--- src/hdl/pin_io_pkg.sv ---
package pin_io_pkg;

    localparam int addr_w   = 16;  // host bus address, page in the upper byte
    localparam int page_w   = 8;   // width of the page number and of the register offset
    localparam int wdata_w  = 32;
    localparam int rdata_w  = 16;
    localparam int time_w   = 32;  // current_time, end time and record start time
    localparam int sample_w = 32;  // count, page and pin level packed together

    // channel register offsets in the low address byte
    localparam logic [page_w-1:0] ADDR_NCO_INC        = 8'd1;
    localparam logic [page_w-1:0] ADDR_END_TIME       = 8'd2;
    localparam logic [page_w-1:0] ADDR_LOCAL_CMD      = 8'd3;
    localparam logic [page_w-1:0] ADDR_SAMPLE_RATE    = 8'd4;
    localparam logic [page_w-1:0] ADDR_SAMPLE_REG     = 8'd5;
    localparam logic [page_w-1:0] ADDR_REC_START_TIME = 8'd6;
    localparam logic [page_w-1:0] ADDR_SAMPLE_CNT     = 8'd7;
    localparam logic [page_w-1:0] ADDR_STATUS_REG     = 8'd8;

    // timebase offsets on page 0
    localparam logic [page_w-1:0] ADDR_GLOBAL_CMD = 8'd0;
    localparam logic [page_w-1:0] ADDR_TIME_LO    = 8'd1;
    localparam logic [page_w-1:0] ADDR_TIME_HI    = 8'd2;

    localparam logic [wdata_w-1:0] CMD_CONST        = 32'd2;
    localparam logic [wdata_w-1:0] CMD_SQUARE_WAVE  = 32'd3;
    localparam logic [wdata_w-1:0] CMD_INPUT_STREAM = 32'd4;
    localparam logic [wdata_w-1:0] CMD_RESET        = 32'd5;

    localparam logic [wdata_w-1:0] GCMD_START = 32'd1;
    localparam logic [wdata_w-1:0] GCMD_STOP  = 32'd2;
    localparam logic [wdata_w-1:0] GCMD_CLEAR = 32'd3;

endpackage

--- src/hdl/pin_channel.sv ---
module pin_channel #(
    parameter int position = 1
) (
    input  logic                            clk,
    input  logic                            reset,
    input  logic                            enable,
    input  logic [pin_io_pkg::addr_w-1:0]   addr,
    input  logic                            data_wr,
    input  logic                            data_rd,
    input  logic [pin_io_pkg::wdata_w-1:0]  data_in,
    input  logic [pin_io_pkg::time_w-1:0]   current_time,
    input  logic                            clock_running,
    input  logic                            output_sample,
    input  logic [pin_io_pkg::page_w-1:0]   channel_select,
    input  logic                            pin_in,
    output logic [pin_io_pkg::rdata_w-1:0]  rd_word,
    output logic [pin_io_pkg::sample_w-1:0] sample_word,
    output logic                            pin_out,
    output logic                            pin_oe
);
    import pin_io_pkg::*;

    localparam int pos_w = sample_w - rdata_w - 1;  // page field inside the sample word
    localparam logic [page_w-1:0] page_id   = page_w'(position);
    localparam logic [pos_w-1:0]  pos_field = pos_w'(position);

    typedef enum logic [3:0] {
        st_idle         = 4'b0001,
        st_const        = 4'b0010,
        st_input_stream = 4'b0100,
        st_enable_out   = 4'b1000
    } state_t;

    state_t state;
    state_t next_state;

    logic               hit;
    logic [page_w-1:0]  offset;
    logic [wdata_w-1:0] command;
    logic [wdata_w-1:0] nco_inc;
    logic [time_w-1:0]  end_time;
    logic [wdata_w-1:0] sample_rate;
    logic [time_w-1:0]  rec_start_time;
    logic [wdata_w-1:0] rate_cnt;
    logic [rdata_w-1:0] sample_cnt;
    logic               sample_reg;
    logic [wdata_w-1:0] phase_acc;
    logic               timed_end;
    logic               start_condition;

    // control strobes from the job FSM
    logic cmd_clear;
    logic rec_clear;
    logic smp_clear;
    logic smp_reload;
    logic smp_dec;
    logic smp_take;
    logic acc_zero;
    logic acc_ones;
    logic acc_add;

    assign hit    = enable && (addr[addr_w-1:page_w] == page_id);
    assign offset = addr[page_w-1:0];

    assign timed_end       = (end_time != '0) && (current_time > end_time);
    assign start_condition = current_time >= rec_start_time;

    always_ff @(posedge clk) begin
        if (reset) begin
            command        <= '0;
            nco_inc        <= '0;
            end_time       <= '0;
            sample_rate    <= '0;
            rec_start_time <= '0;
        end else begin
            // the FSM clearing the command beats a write in the same cycle, hence the hold rule
            if (cmd_clear)
                command <= '0;
            else if (hit && data_wr && (offset == ADDR_LOCAL_CMD))
                command <= data_in;

            if (rec_clear)
                rec_start_time <= '0;
            else if (hit && data_wr && (offset == ADDR_REC_START_TIME))
                rec_start_time <= data_in;

            if (hit && data_wr) begin
                case (offset)
                    ADDR_NCO_INC:     nco_inc     <= data_in;
                    ADDR_END_TIME:    end_time    <= data_in;
                    ADDR_SAMPLE_RATE: sample_rate <= data_in;
                    default:          ;
                endcase
            end
        end
    end

    always_ff @(posedge clk) begin
        if (reset)
            state <= st_idle;
        else
            state <= next_state;
    end

    always_comb begin
        next_state = state;
        cmd_clear  = 1'b0;
        rec_clear  = 1'b0;
        smp_clear  = 1'b0;
        smp_reload = 1'b0;
        smp_dec    = 1'b0;
        smp_take   = 1'b0;
        acc_zero   = 1'b0;
        acc_ones   = 1'b0;
        acc_add    = 1'b0;

        case (state)
            st_idle: begin
                smp_reload = 1'b1;  // rate counter waits preloaded for the next stream
                if (clock_running) begin
                    if (rec_start_time != '0) begin
                        cmd_clear  = 1'b1;  // a record start time alone starts streaming
                        next_state = st_input_stream;
                    end else begin
                        case (command)
                            CMD_INPUT_STREAM: begin
                                cmd_clear  = 1'b1;
                                next_state = st_input_stream;
                            end
                            CMD_SQUARE_WAVE: begin
                                cmd_clear  = 1'b1;
                                next_state = st_enable_out;
                            end
                            CMD_CONST: begin
                                cmd_clear  = 1'b1;
                                acc_ones   = 1'b1;
                                next_state = st_const;
                            end
                            CMD_RESET: begin
                                cmd_clear = 1'b1;
                                acc_zero  = 1'b1;
                            end
                            default: ;
                        endcase
                    end
                end
            end

            st_const: begin
                acc_ones = 1'b1;  // all ones keeps the MSB and so the pin high
                if ((command == CMD_RESET) || timed_end) begin
                    cmd_clear  = 1'b1;
                    acc_zero   = 1'b1;
                    next_state = st_idle;
                end
            end

            st_enable_out: begin
                acc_add = 1'b1;
                if ((command == CMD_RESET) || timed_end) begin
                    cmd_clear  = 1'b1;
                    acc_zero   = 1'b1;
                    next_state = st_idle;
                end
            end

            st_input_stream: begin
                if (start_condition) begin
                    if (rate_cnt == '0)
                        smp_take = 1'b1;
                    else
                        smp_dec = 1'b1;
                end
                if ((command == CMD_RESET) || timed_end) begin
                    cmd_clear  = 1'b1;
                    rec_clear  = 1'b1;
                    smp_clear  = 1'b1;
                    next_state = st_idle;
                end
            end

            default: next_state = st_idle;
        endcase
    end

    // one sample every sample_rate plus one cycles
    always_ff @(posedge clk) begin
        if (reset) begin
            rate_cnt   <= '0;
            sample_cnt <= '0;
            sample_reg <= 1'b0;
        end else if (smp_clear) begin
            rate_cnt   <= '0;
            sample_cnt <= '0;
            sample_reg <= 1'b0;
        end else if (clock_running) begin
            if (smp_reload || smp_take)
                rate_cnt <= sample_rate;
            else if (smp_dec)
                rate_cnt <= rate_cnt - 1'b1;

            if (smp_take) begin
                sample_reg <= pin_in;
                sample_cnt <= sample_cnt + 1'b1;
            end
        end
    end

    // output frequency is about f(clk) * nco_inc / 2^32
    always_ff @(posedge clk) begin
        if (reset)
            phase_acc <= '0;
        else if (acc_zero)
            phase_acc <= '0;
        else if (acc_ones)
            phase_acc <= '1;
        else if (acc_add)
            phase_acc <= phase_acc + nco_inc;
    end

    assign pin_out = phase_acc[wdata_w-1];
    assign pin_oe  = (state == st_const) || (state == st_enable_out);

    always_ff @(posedge clk) begin
        if (reset) begin
            rd_word     <= '0;
            sample_word <= '0;
        end else begin
            if (hit && data_rd) begin
                case (offset)
                    ADDR_SAMPLE_REG: rd_word <= {{(rdata_w-1){1'b0}}, sample_reg};
                    ADDR_SAMPLE_CNT: rd_word <= sample_cnt;
                    ADDR_STATUS_REG: rd_word <= rdata_w'(position);
                    default:         rd_word <= '0;
                endcase
            end else begin
                rd_word <= '0;
            end

            if (output_sample && (channel_select == page_id))
                sample_word <= {sample_cnt, pos_field, sample_reg};
            else
                sample_word <= '0;  // only the selected channel contributes
        end
    end

endmodule

--- src/hdl/pin_io_top.sv ---
module pin_io_top #(
    parameter int num_channels = 4
) (
    input  logic                            clk,
    input  logic                            reset,
    input  logic                            enable,
    input  logic [pin_io_pkg::addr_w-1:0]   addr,
    input  logic                            data_wr,
    input  logic                            data_rd,
    input  logic [pin_io_pkg::wdata_w-1:0]  data_in,
    input  logic                            output_sample,
    input  logic [pin_io_pkg::page_w-1:0]   channel_select,
    input  logic [num_channels-1:0]         pin_in,
    output logic [pin_io_pkg::rdata_w-1:0]  rd_data,
    output logic [pin_io_pkg::sample_w-1:0] sample_data,
    output logic [pin_io_pkg::time_w-1:0]   current_time,
    output logic                            clock_running,
    output logic [num_channels-1:0]         pin_out,
    output logic [num_channels-1:0]         pin_oe
);
    import pin_io_pkg::*;

    logic [rdata_w-1:0]  rd_words     [num_channels+1];  // slot 0 is the timebase
    logic [sample_w-1:0] sample_words [num_channels];

    pin_timebase u_timebase (
        .clk           (clk),
        .reset         (reset),
        .enable        (enable),
        .addr          (addr),
        .data_wr       (data_wr),
        .data_rd       (data_rd),
        .data_in       (data_in),
        .current_time  (current_time),
        .clock_running (clock_running),
        .rd_word       (rd_words[0])
    );

    for (genvar i = 0; i < num_channels; i++) begin : g_channel
        pin_channel #(
            .position (i + 1)
        ) u_channel (
            .clk            (clk),
            .reset          (reset),
            .enable         (enable),
            .addr           (addr),
            .data_wr        (data_wr),
            .data_rd        (data_rd),
            .data_in        (data_in),
            .current_time   (current_time),
            .clock_running  (clock_running),
            .output_sample  (output_sample),
            .channel_select (channel_select),
            .pin_in         (pin_in[i]),
            .rd_word        (rd_words[i+1]),
            .sample_word    (sample_words[i]),
            .pin_out        (pin_out[i]),
            .pin_oe         (pin_oe[i])
        );
    end

    pin_merge #(
        .payload_t   (logic [rdata_w-1:0]),
        .num_sources (num_channels + 1)
    ) u_rd_merge (
        .clk    (clk),
        .reset  (reset),
        .words  (rd_words),
        .merged (rd_data)
    );

    pin_merge #(
        .payload_t   (logic [sample_w-1:0]),
        .num_sources (num_channels)
    ) u_sample_merge (
        .clk    (clk),
        .reset  (reset),
        .words  (sample_words),
        .merged (sample_data)
    );

endmodule

--- src/hdl/pin_merge.sv ---
module pin_merge #(
    parameter type payload_t = logic [15:0],
    parameter int  num_sources = 2
) (
    input  logic     clk,
    input  logic     reset,
    input  payload_t words [num_sources],
    output payload_t merged
);

    payload_t any_word;

    // sources that are not addressed drive zero, so OR acts as the mux
    always_comb begin
        any_word = '0;
        for (int i = 0; i < num_sources; i++) begin
            any_word = any_word | words[i];
        end
    end

    // registered so that no path from the channels reaches the pads
    always_ff @(posedge clk) begin
        if (reset)
            merged <= '0;
        else
            merged <= any_word;
    end

endmodule

--- src/hdl/pin_timebase.sv ---
module pin_timebase (
    input  logic                           clk,
    input  logic                           reset,
    input  logic                           enable,
    input  logic [pin_io_pkg::addr_w-1:0]  addr,
    input  logic                           data_wr,
    input  logic                           data_rd,
    input  logic [pin_io_pkg::wdata_w-1:0] data_in,
    output logic [pin_io_pkg::time_w-1:0]  current_time,
    output logic                           clock_running,
    output logic [pin_io_pkg::rdata_w-1:0] rd_word
);
    import pin_io_pkg::*;

    logic               hit;
    logic [page_w-1:0]  offset;
    logic [wdata_w-1:0] gcmd;

    assign hit    = enable && (addr[addr_w-1:page_w] == '0);  // page 0 only
    assign offset = addr[page_w-1:0];

    // the global command word exists only in the cycle it is written
    assign gcmd = (hit && data_wr && (offset == ADDR_GLOBAL_CMD)) ? data_in : '0;

    always_ff @(posedge clk) begin
        if (reset) begin
            clock_running <= 1'b0;
            current_time  <= '0;
        end else begin
            if (gcmd == GCMD_START)
                clock_running <= 1'b1;
            else if (gcmd == GCMD_STOP)
                clock_running <= 1'b0;

            if (gcmd == GCMD_CLEAR)
                current_time <= '0;  // clear wins over counting in the same cycle
            else if (clock_running)
                current_time <= current_time + 1'b1;
        end
    end

    // time readback, one half of the counter per offset
    always_ff @(posedge clk) begin
        if (reset) begin
            rd_word <= '0;
        end else if (hit && data_rd) begin
            case (offset)
                ADDR_TIME_LO: rd_word <= current_time[rdata_w-1:0];
                ADDR_TIME_HI: rd_word <= current_time[time_w-1:rdata_w];
                default:      rd_word <= '0;
            endcase
        end else begin
            rd_word <= '0;  // zero unless this page was read
        end
    end

endmodule

--- config.mk ---
export PLATFORM = sky130hd
export DESIGN_NAME = pin_io_top
export DESIGN_NICKNAME = d
export VERILOG_FILES = /design/src/hdl/pin_io_pkg.sv /design/src/hdl/pin_channel.sv /design/src/hdl/pin_io_top.sv /design/src/hdl/pin_merge.sv /design/src/hdl/pin_timebase.sv
export SDC_FILE = /design/constraint.sdc
export NUM_CORES = 2
export LEC_CHECK = 0
export BUFFER_PORTS_ARGS = -buffer_cell sky130_fd_sc_hd__clkbuf_2
export CORE_UTILIZATION = 50
export CTS_BUF_LIST = sky130_fd_sc_hd__clkbuf_8
export DETAILED_ROUTE_END_ITERATION = 12
export GPL_TIMING_DRIVEN = 1
export PLACE_DENSITY = 0.66
export RECOVER_POWER = 50
export SLEW_MARGIN = 0
export SYNTH_ARGS = -nofsm -noshare
export SYNTH_HDL_FRONTEND = slang
export SYNTH_SLANG_ARGS = --single-unit
--- constraint.sdc ---
create_clock -name clk -period 7.2 [get_ports clk]
set_input_delay 0.36 -clock clk [delete_from_list [all_inputs] [get_ports clk]]
set_output_delay 0.36 -clock clk [all_outputs]
set_load 0.01 [all_outputs]
======== After elaboration in Yosys (flattened, before gate mapping) ========
Index checks and enable logic that the tools add are counted.
storage, ports and cells
  flip-flop bits (word level) ............. 1269
  bits of input ports ..................... 66
  output and inout port bits .............. 89
  word-level logic and storage cells ...... 418
operators by class
  $add $sub $neg .......................... 13
  order comparisons ....................... 8
  equality and inequality tests ........... 63
  muxes and demuxes ....................... 136
  bitwise operators ....................... 16
  reduce and logical (&&, ||, !) cells .... 125
operators by type and width
  kind                                                                   count
  32-bit 2-to-1 mux                                                      17
  32-bit by 2-bit == test with 1-bit output (second input constant)      10
  32-bit by 3-bit == test with 1-bit output (second input constant)      8
  32-bit nonzero test                                                    8
  16-bit one-hot mux with 3 select lines                                 4
  32-bit adder                                                           4
  32-bit >= comparator                                                   4
  32-bit greater-than comparator                                         4
  32-bit logical NOT                                                     4
  32-bit by 1-bit subtractor with 32-bit output (second input constant)  4
  32-bit OR                                                              3
  1-bit 2-to-1 mux                                                       78
  16-bit by 1-bit adder with 16-bit output (second input constant)       4
  16-bit OR                                                              4
  4-bit 2-to-1 mux                                                       13
  2-bit OR reduction                                                     26
  8-bit by 2-bit == test with 1-bit output (second input constant)       6
  8-bit by 3-bit == test with 1-bit output (second input constant)       6
  4-bit one-hot mux with 3 select lines                                  4
  2-bit AND reduction                                                    20
  32-bit by 1-bit adder with 32-bit output (second input constant)       1
  32-bit by 1-bit == test with 1-bit output (second input constant)      1
  1-bit logical AND                                                      32
  16-bit one-hot mux with 2 select lines                                 1
  20 further kinds                                                       95

======== Logic depth before layout (Yosys ltp) ========
  depth in word-level cells ............... 8
  depth in mapped cells ................... 14
  mapped depth without buffers ............ 13

======== By module ========
A second synthesis with hierarchy kept.
second synthesis, totals
  cells, all modules ...................... 7580
  area total of the unflattened synthesis .. 60734.5 sq um
by module, submodules not included
  module                                instances  cells each  area an instance (sq um)  sequential area each (sq um)
  pin_channel (g_channel[3].u_channel)  1          1796        14326.2                   5585.4
  pin_channel (g_channel[1].u_channel)  1          1813        14292.5                   5585.4
  pin_channel (g_channel[0].u_channel)  1          1795        14261.2                   5585.4
  pin_channel (g_channel[2].u_channel)  1          1777        14129.8                   5585.4
  pin_timebase                          1          234         2120.8                    980.9
  pin_merge (u_sample_merge)            1          99          994.7                     640.6
  pin_merge (u_rd_merge)                1          66          609.3                     320.3

======== Least setup slack after synthesis ========
No wires, ideal clock.
  path kind ............................... register -> register
  from .................................... register u_timebase.current_time[0] (netlist bit)
  to ...................................... register g_channel[0].u_channel.rate_cnt[5]
  library setup time ...................... 0.128 ns
  data arrival time ....................... 3.047 ns
  required time ........................... 7.072 ns
  path slack .............................. 4.026 ns
  stages on the path, launching flop included .. 14
  buffers on the path ..................... 1
  period minus slack after synthesis ...... 3.174 ns
  cells stage by stage .................... dfxtp_1 inv_1 ha_1 nand2b_1 a2111o_1 a32oi_1 a21oi_1 o21ai_0 and2_1 o21a_1 clkbuf_1 mux2_2 a22oi_1 nor2_1
on the way
  word-level cells in the longest chain between the ends .. 6
  elaborated cells on any way between the ends .. 15
  those cells by class .................... order compare: 2; mux: 7; reduce/logical: 6
ends and longest elaborated chain
  item                                                                        RTL line                                RTL
  from (decl)                                                                 pin_timebase.sv:9                       output logic [pin_io_pkg::time_w-1:0] current_time,
  from (signal assigned)                                                      pin_timebase.sv:38                      current_time <= current_time + 1'b1;
  32-bit >= comparator or 32-bit greater-than comparator (tied branches)      pin_channel.sv:66, pin_channel.sv:65
  1-bit 2-to-1 mux or 1-bit logical AND (tied branches)                       pin_channel.sv:168, pin_channel.sv:65
  1-bit 2-to-1 mux or 1-bit logical OR (tied branches)                        pin_channel.sv:117, pin_channel.sv:174
  1-bit logical OR or 1-bit 2-to-1 mux (tied branches)                        pin_channel.sv:197, pin_channel.sv:174
  2-bit nonzero test (no source line) or 1-bit 2-to-1 mux (tied branches)     -
  2-bit AND reduction (no source line) or 2-bit OR reduction (tied branches)  -
  to (signal assigned)                                                        pin_channel.sv:198                      rate_cnt <= sample_rate;
  to (signal assigned)                                                        pin_channel.sv:200                      rate_cnt <= rate_cnt - 1'b1;
  to (decl)                                                                   pin_channel.sv:44                       logic [wdata_w-1:0] rate_cnt;
Several ways; a longest one is shown, not always the timed one.
A chain may end at the register's enable or synchronous reset.

======== Worst setup path in the final report ========
  from .................................... input port reset
  to ...................................... register u_timebase.current_time[12] (netlist bit)
on the way
  word-level cells in the longest chain between the ends .. 1
ends and longest elaborated chain
  item                                 RTL line         RTL
  from (decl)                          pin_io_top.sv:5  input logic reset,
  2-bit OR reduction (no source line)  -
No other way between the ends.

==> qor.yml <==
synth:
  yosysMostFrequentCell: "nand2_1"
  syn_area_sq_mm: 0.05893
  synth_top_area_frac: 0.4080
  synthArstFlopShare: 0
  yosys.area.top_type: "dfxtp_1"
  ys_seq_area_frac: 0.4080
  ys_ff_latch: 1201
  yosys_warnings: 0
  synth_cell_types: 95
  netlist_top_cells_count: "nand2_1 (1563), dfxtp_1 (1201), a21oi_1 (950)"
  synthCells: 7529
  avgSynthCellArea_sq_um: 7.826
  ys.flop_type: "dfxtp_1"
  synth_edf_count: 0
  synthTopCellsByArea: "dfxtp_1 (41%), nand2_1 (10%), ha_1 (8.3%)"
grt:
  track_usage: 0.3114
  overflow: 0
  grt_max_degree: 199
  grt_pass1_vias: 51410
  antenna_found_initial: 7
  grt_pass1_wl_um: 292900
clock_tree:
  clk_latency_ps: 960
  post_cts_resized: 0
  hold_buffers: 46
  clkTransAtPathRegs_ps: 60
  cts_max_path_buffers: 3
  clock-sinks: 1201
  cts_setup_buffers: 0
  htreeDepth: 4
  root_buffer: "clkbuf_8"
  cts_tree: "yes"
  numCtsBuffers: 197
final_layout:
  drive_gt1_frac: 0.07338
  finish.utilization: 0.5597
  nFillCells: 10870
  finish.net_count: 8041
  area_growth_pct: 10.67
worst_setup_path:
  path_class: "in -> reg"
  path_max_fanout: 53
  ff2ff_setup_slack_ps: 2050
  r2r-end: "g_channel[1].u_channel.rate_cnt[26]$_SDFFE_PP0P_"
  reg2reg_depth: 12
  endpoint_kind: "flop"
  startpoint: "reset"
  crit_arrival_ps: 6190
  crit_path_start_kind: "input port"
  r2r_start: "u_timebase.current_time[14]$_SDFFE_PP0P_"
  crit_required_ps: 7910
worst_hold_path:
  worstHoldPathType: "in -> reg"
  holdPathStages: 4
  min-delay-start: "data_in[12]"
  worstHoldEndpoint: "g_channel[2].u_channel.rec_start_time[12]$_SDFFE_PP0P_"
drt:
  vias: 54100
  wire_per_inst_um: 20.57
  viasPerCell: 5.836
  drtIter0Drc: 4394
  drc: 0
  ant_nets: 0
  drt_wl_total_um: 190700
  drt-pass1-iter-count: 6
timing:
  slew-limit-headroom: -1.190
  hold_viol_final: 0
  setup_viol: 0
  post-route-min-period_ps: 5481
  fin_crit_sh: 0.7612
  fmax_mhz: 182.5
  worst_pin_slew_ps: 3285
  maxSlewViolCount: 257
  holdWs_ps: 81.80
  finalSetupTns_ps: 0
  skew_ps: 45.72
  grt_setup_unrepaired: "no"
floorplan:
  fp-row-count: 125
  die_width_um: 345.3
  core_sq_mm: 0.1165
  initial_utilization: 0.5057
  io_pins: 155
  die-area_sq_mm: 0.1192
  die_h_um: 345.3
pwr:
  power.leakage_uw: 0.02503
  finalPower_uw: 13220
  ir_drop_uv: 206.3
  pwr_density_cell_mw_per_mm2: 202.7
run:
  drv_cap: 7
run_status:
  outcome: "complete, but fails checks"
  violations: "capacitance limit, slew limit"
place:
  gp_congestion: 0.9443
  port_buffers: 142
  dp_hpwl_um: 118700
cell usage in the layout, fill, tap and decap left out, types with 104 or more instances in the layout:
| cell type | netlist | routed |
|---|---|---|
| nand4_1 | 104 | 104 |
| ha_1 | 393 | 393 |
| nor2_1 | 503 | 502 |
| nand3_1 | 127 | 127 |
| nand2_1 | 1563 | 1563 |
| inv_1 | 336 | 409 |
| a21oi_1 | 950 | 950 |
| dfxtp_1 | 1201 | 1200 |
| a21o_1 | 140 | 139 |
| clkbuf_8 | 0 | 250 |
| nor3_1 | 164 | 163 |
| nor4_1 | 159 | 158 |
| o21ai_0 | 253 | 252 |
metal layers:
layer  vias to the layer above  GRT usage  routed length, um
li1                      26120          -                  -
met1                     25840     0.4088              83150
met2                      1738     0.4981              85270
met3                       390    0.06099              15050
met4                        10     0.1321               7179
met5                         -          0                 62
critical path: stages:
cell and delay [ps]:
dlygate4sd3_1 520, clkbuf_1 2280, inv_2 1150, nand2_1 250, clkbuf_1 1250, nor2_1 220
layout make-up:
cell class | count | area (sq um) | area share
Multi-Input combinational cell | 5531 | 31920 | 0.4894
Antenna cell | 5 | 12.51 | 0.0001919
Inverter | 337 | 1265 | 0.01940
Clock buffer | 250 | 3441 | 0.05276
Tap cell | 1524 | 1907 | 0.02924
Clock inverter | 112 | 689.4 | 0.01057
Timing Repair Buffer | 310 | 1936 | 0.02968
Sequential cell | 1201 | 24040 | 0.3687
where the power goes:
part,switching [uW],internal (uW)
Sequential,0.851,6650
Clock,2950,3240
Combinational,320,57.0
through the flow:
stage	setup slack [ps]	area, sq um	std cells
floorplan	4026	58970	7540
global placement	2566	60800	8857
detailed placement	2518	60800	8857
CTS	2518	65400	9265
global route	1673	65210	9267
finish	1719	65210	9270
cells by family (layout without fill, tap and decap cells):
family / count (synthesis) / after routing / synth area share
buffers and inverters: 808 / 1009 / 0.05364
AND/OR/NAND/NOR: 3066 / 3066 / 0.2360
adder cells (fa/ha/maj): 397 / 397 / 0.08481
XOR/XNOR: 174 / 174 / 0.02586
AO/OA/AOI/OAI: 1848 / 1848 / 0.1855
multiplexers: 34 / 34 / 0.006158
flip-flops: 1201 / 1201 / 0.4080
other: 1 / 17 / 0.00006364
worst max-delay path by stage:
stage                                                               to  slack (ps)  cells after the start
floorplan              g_channel[0].u_channel.rate_cnt[5]$_SDFFE_PP0P_        4030                     13
global placement    g_channel[3].u_channel.sample_cnt[11]$_SDFFE_PP0P_        2570                     10
detailed placement     g_channel[0].u_channel.rate_cnt[5]$_SDFFE_PP0P_        2520                     11
CTS                    g_channel[0].u_channel.rate_cnt[5]$_SDFFE_PP0P_        2520                     11
global route                  u_timebase.current_time[12]$_SDFFE_PP0P_        1670                      6
finish                        u_timebase.current_time[12]$_SDFFE_PP0P_        1720                      6
Power figures use the tool's default switching activity.
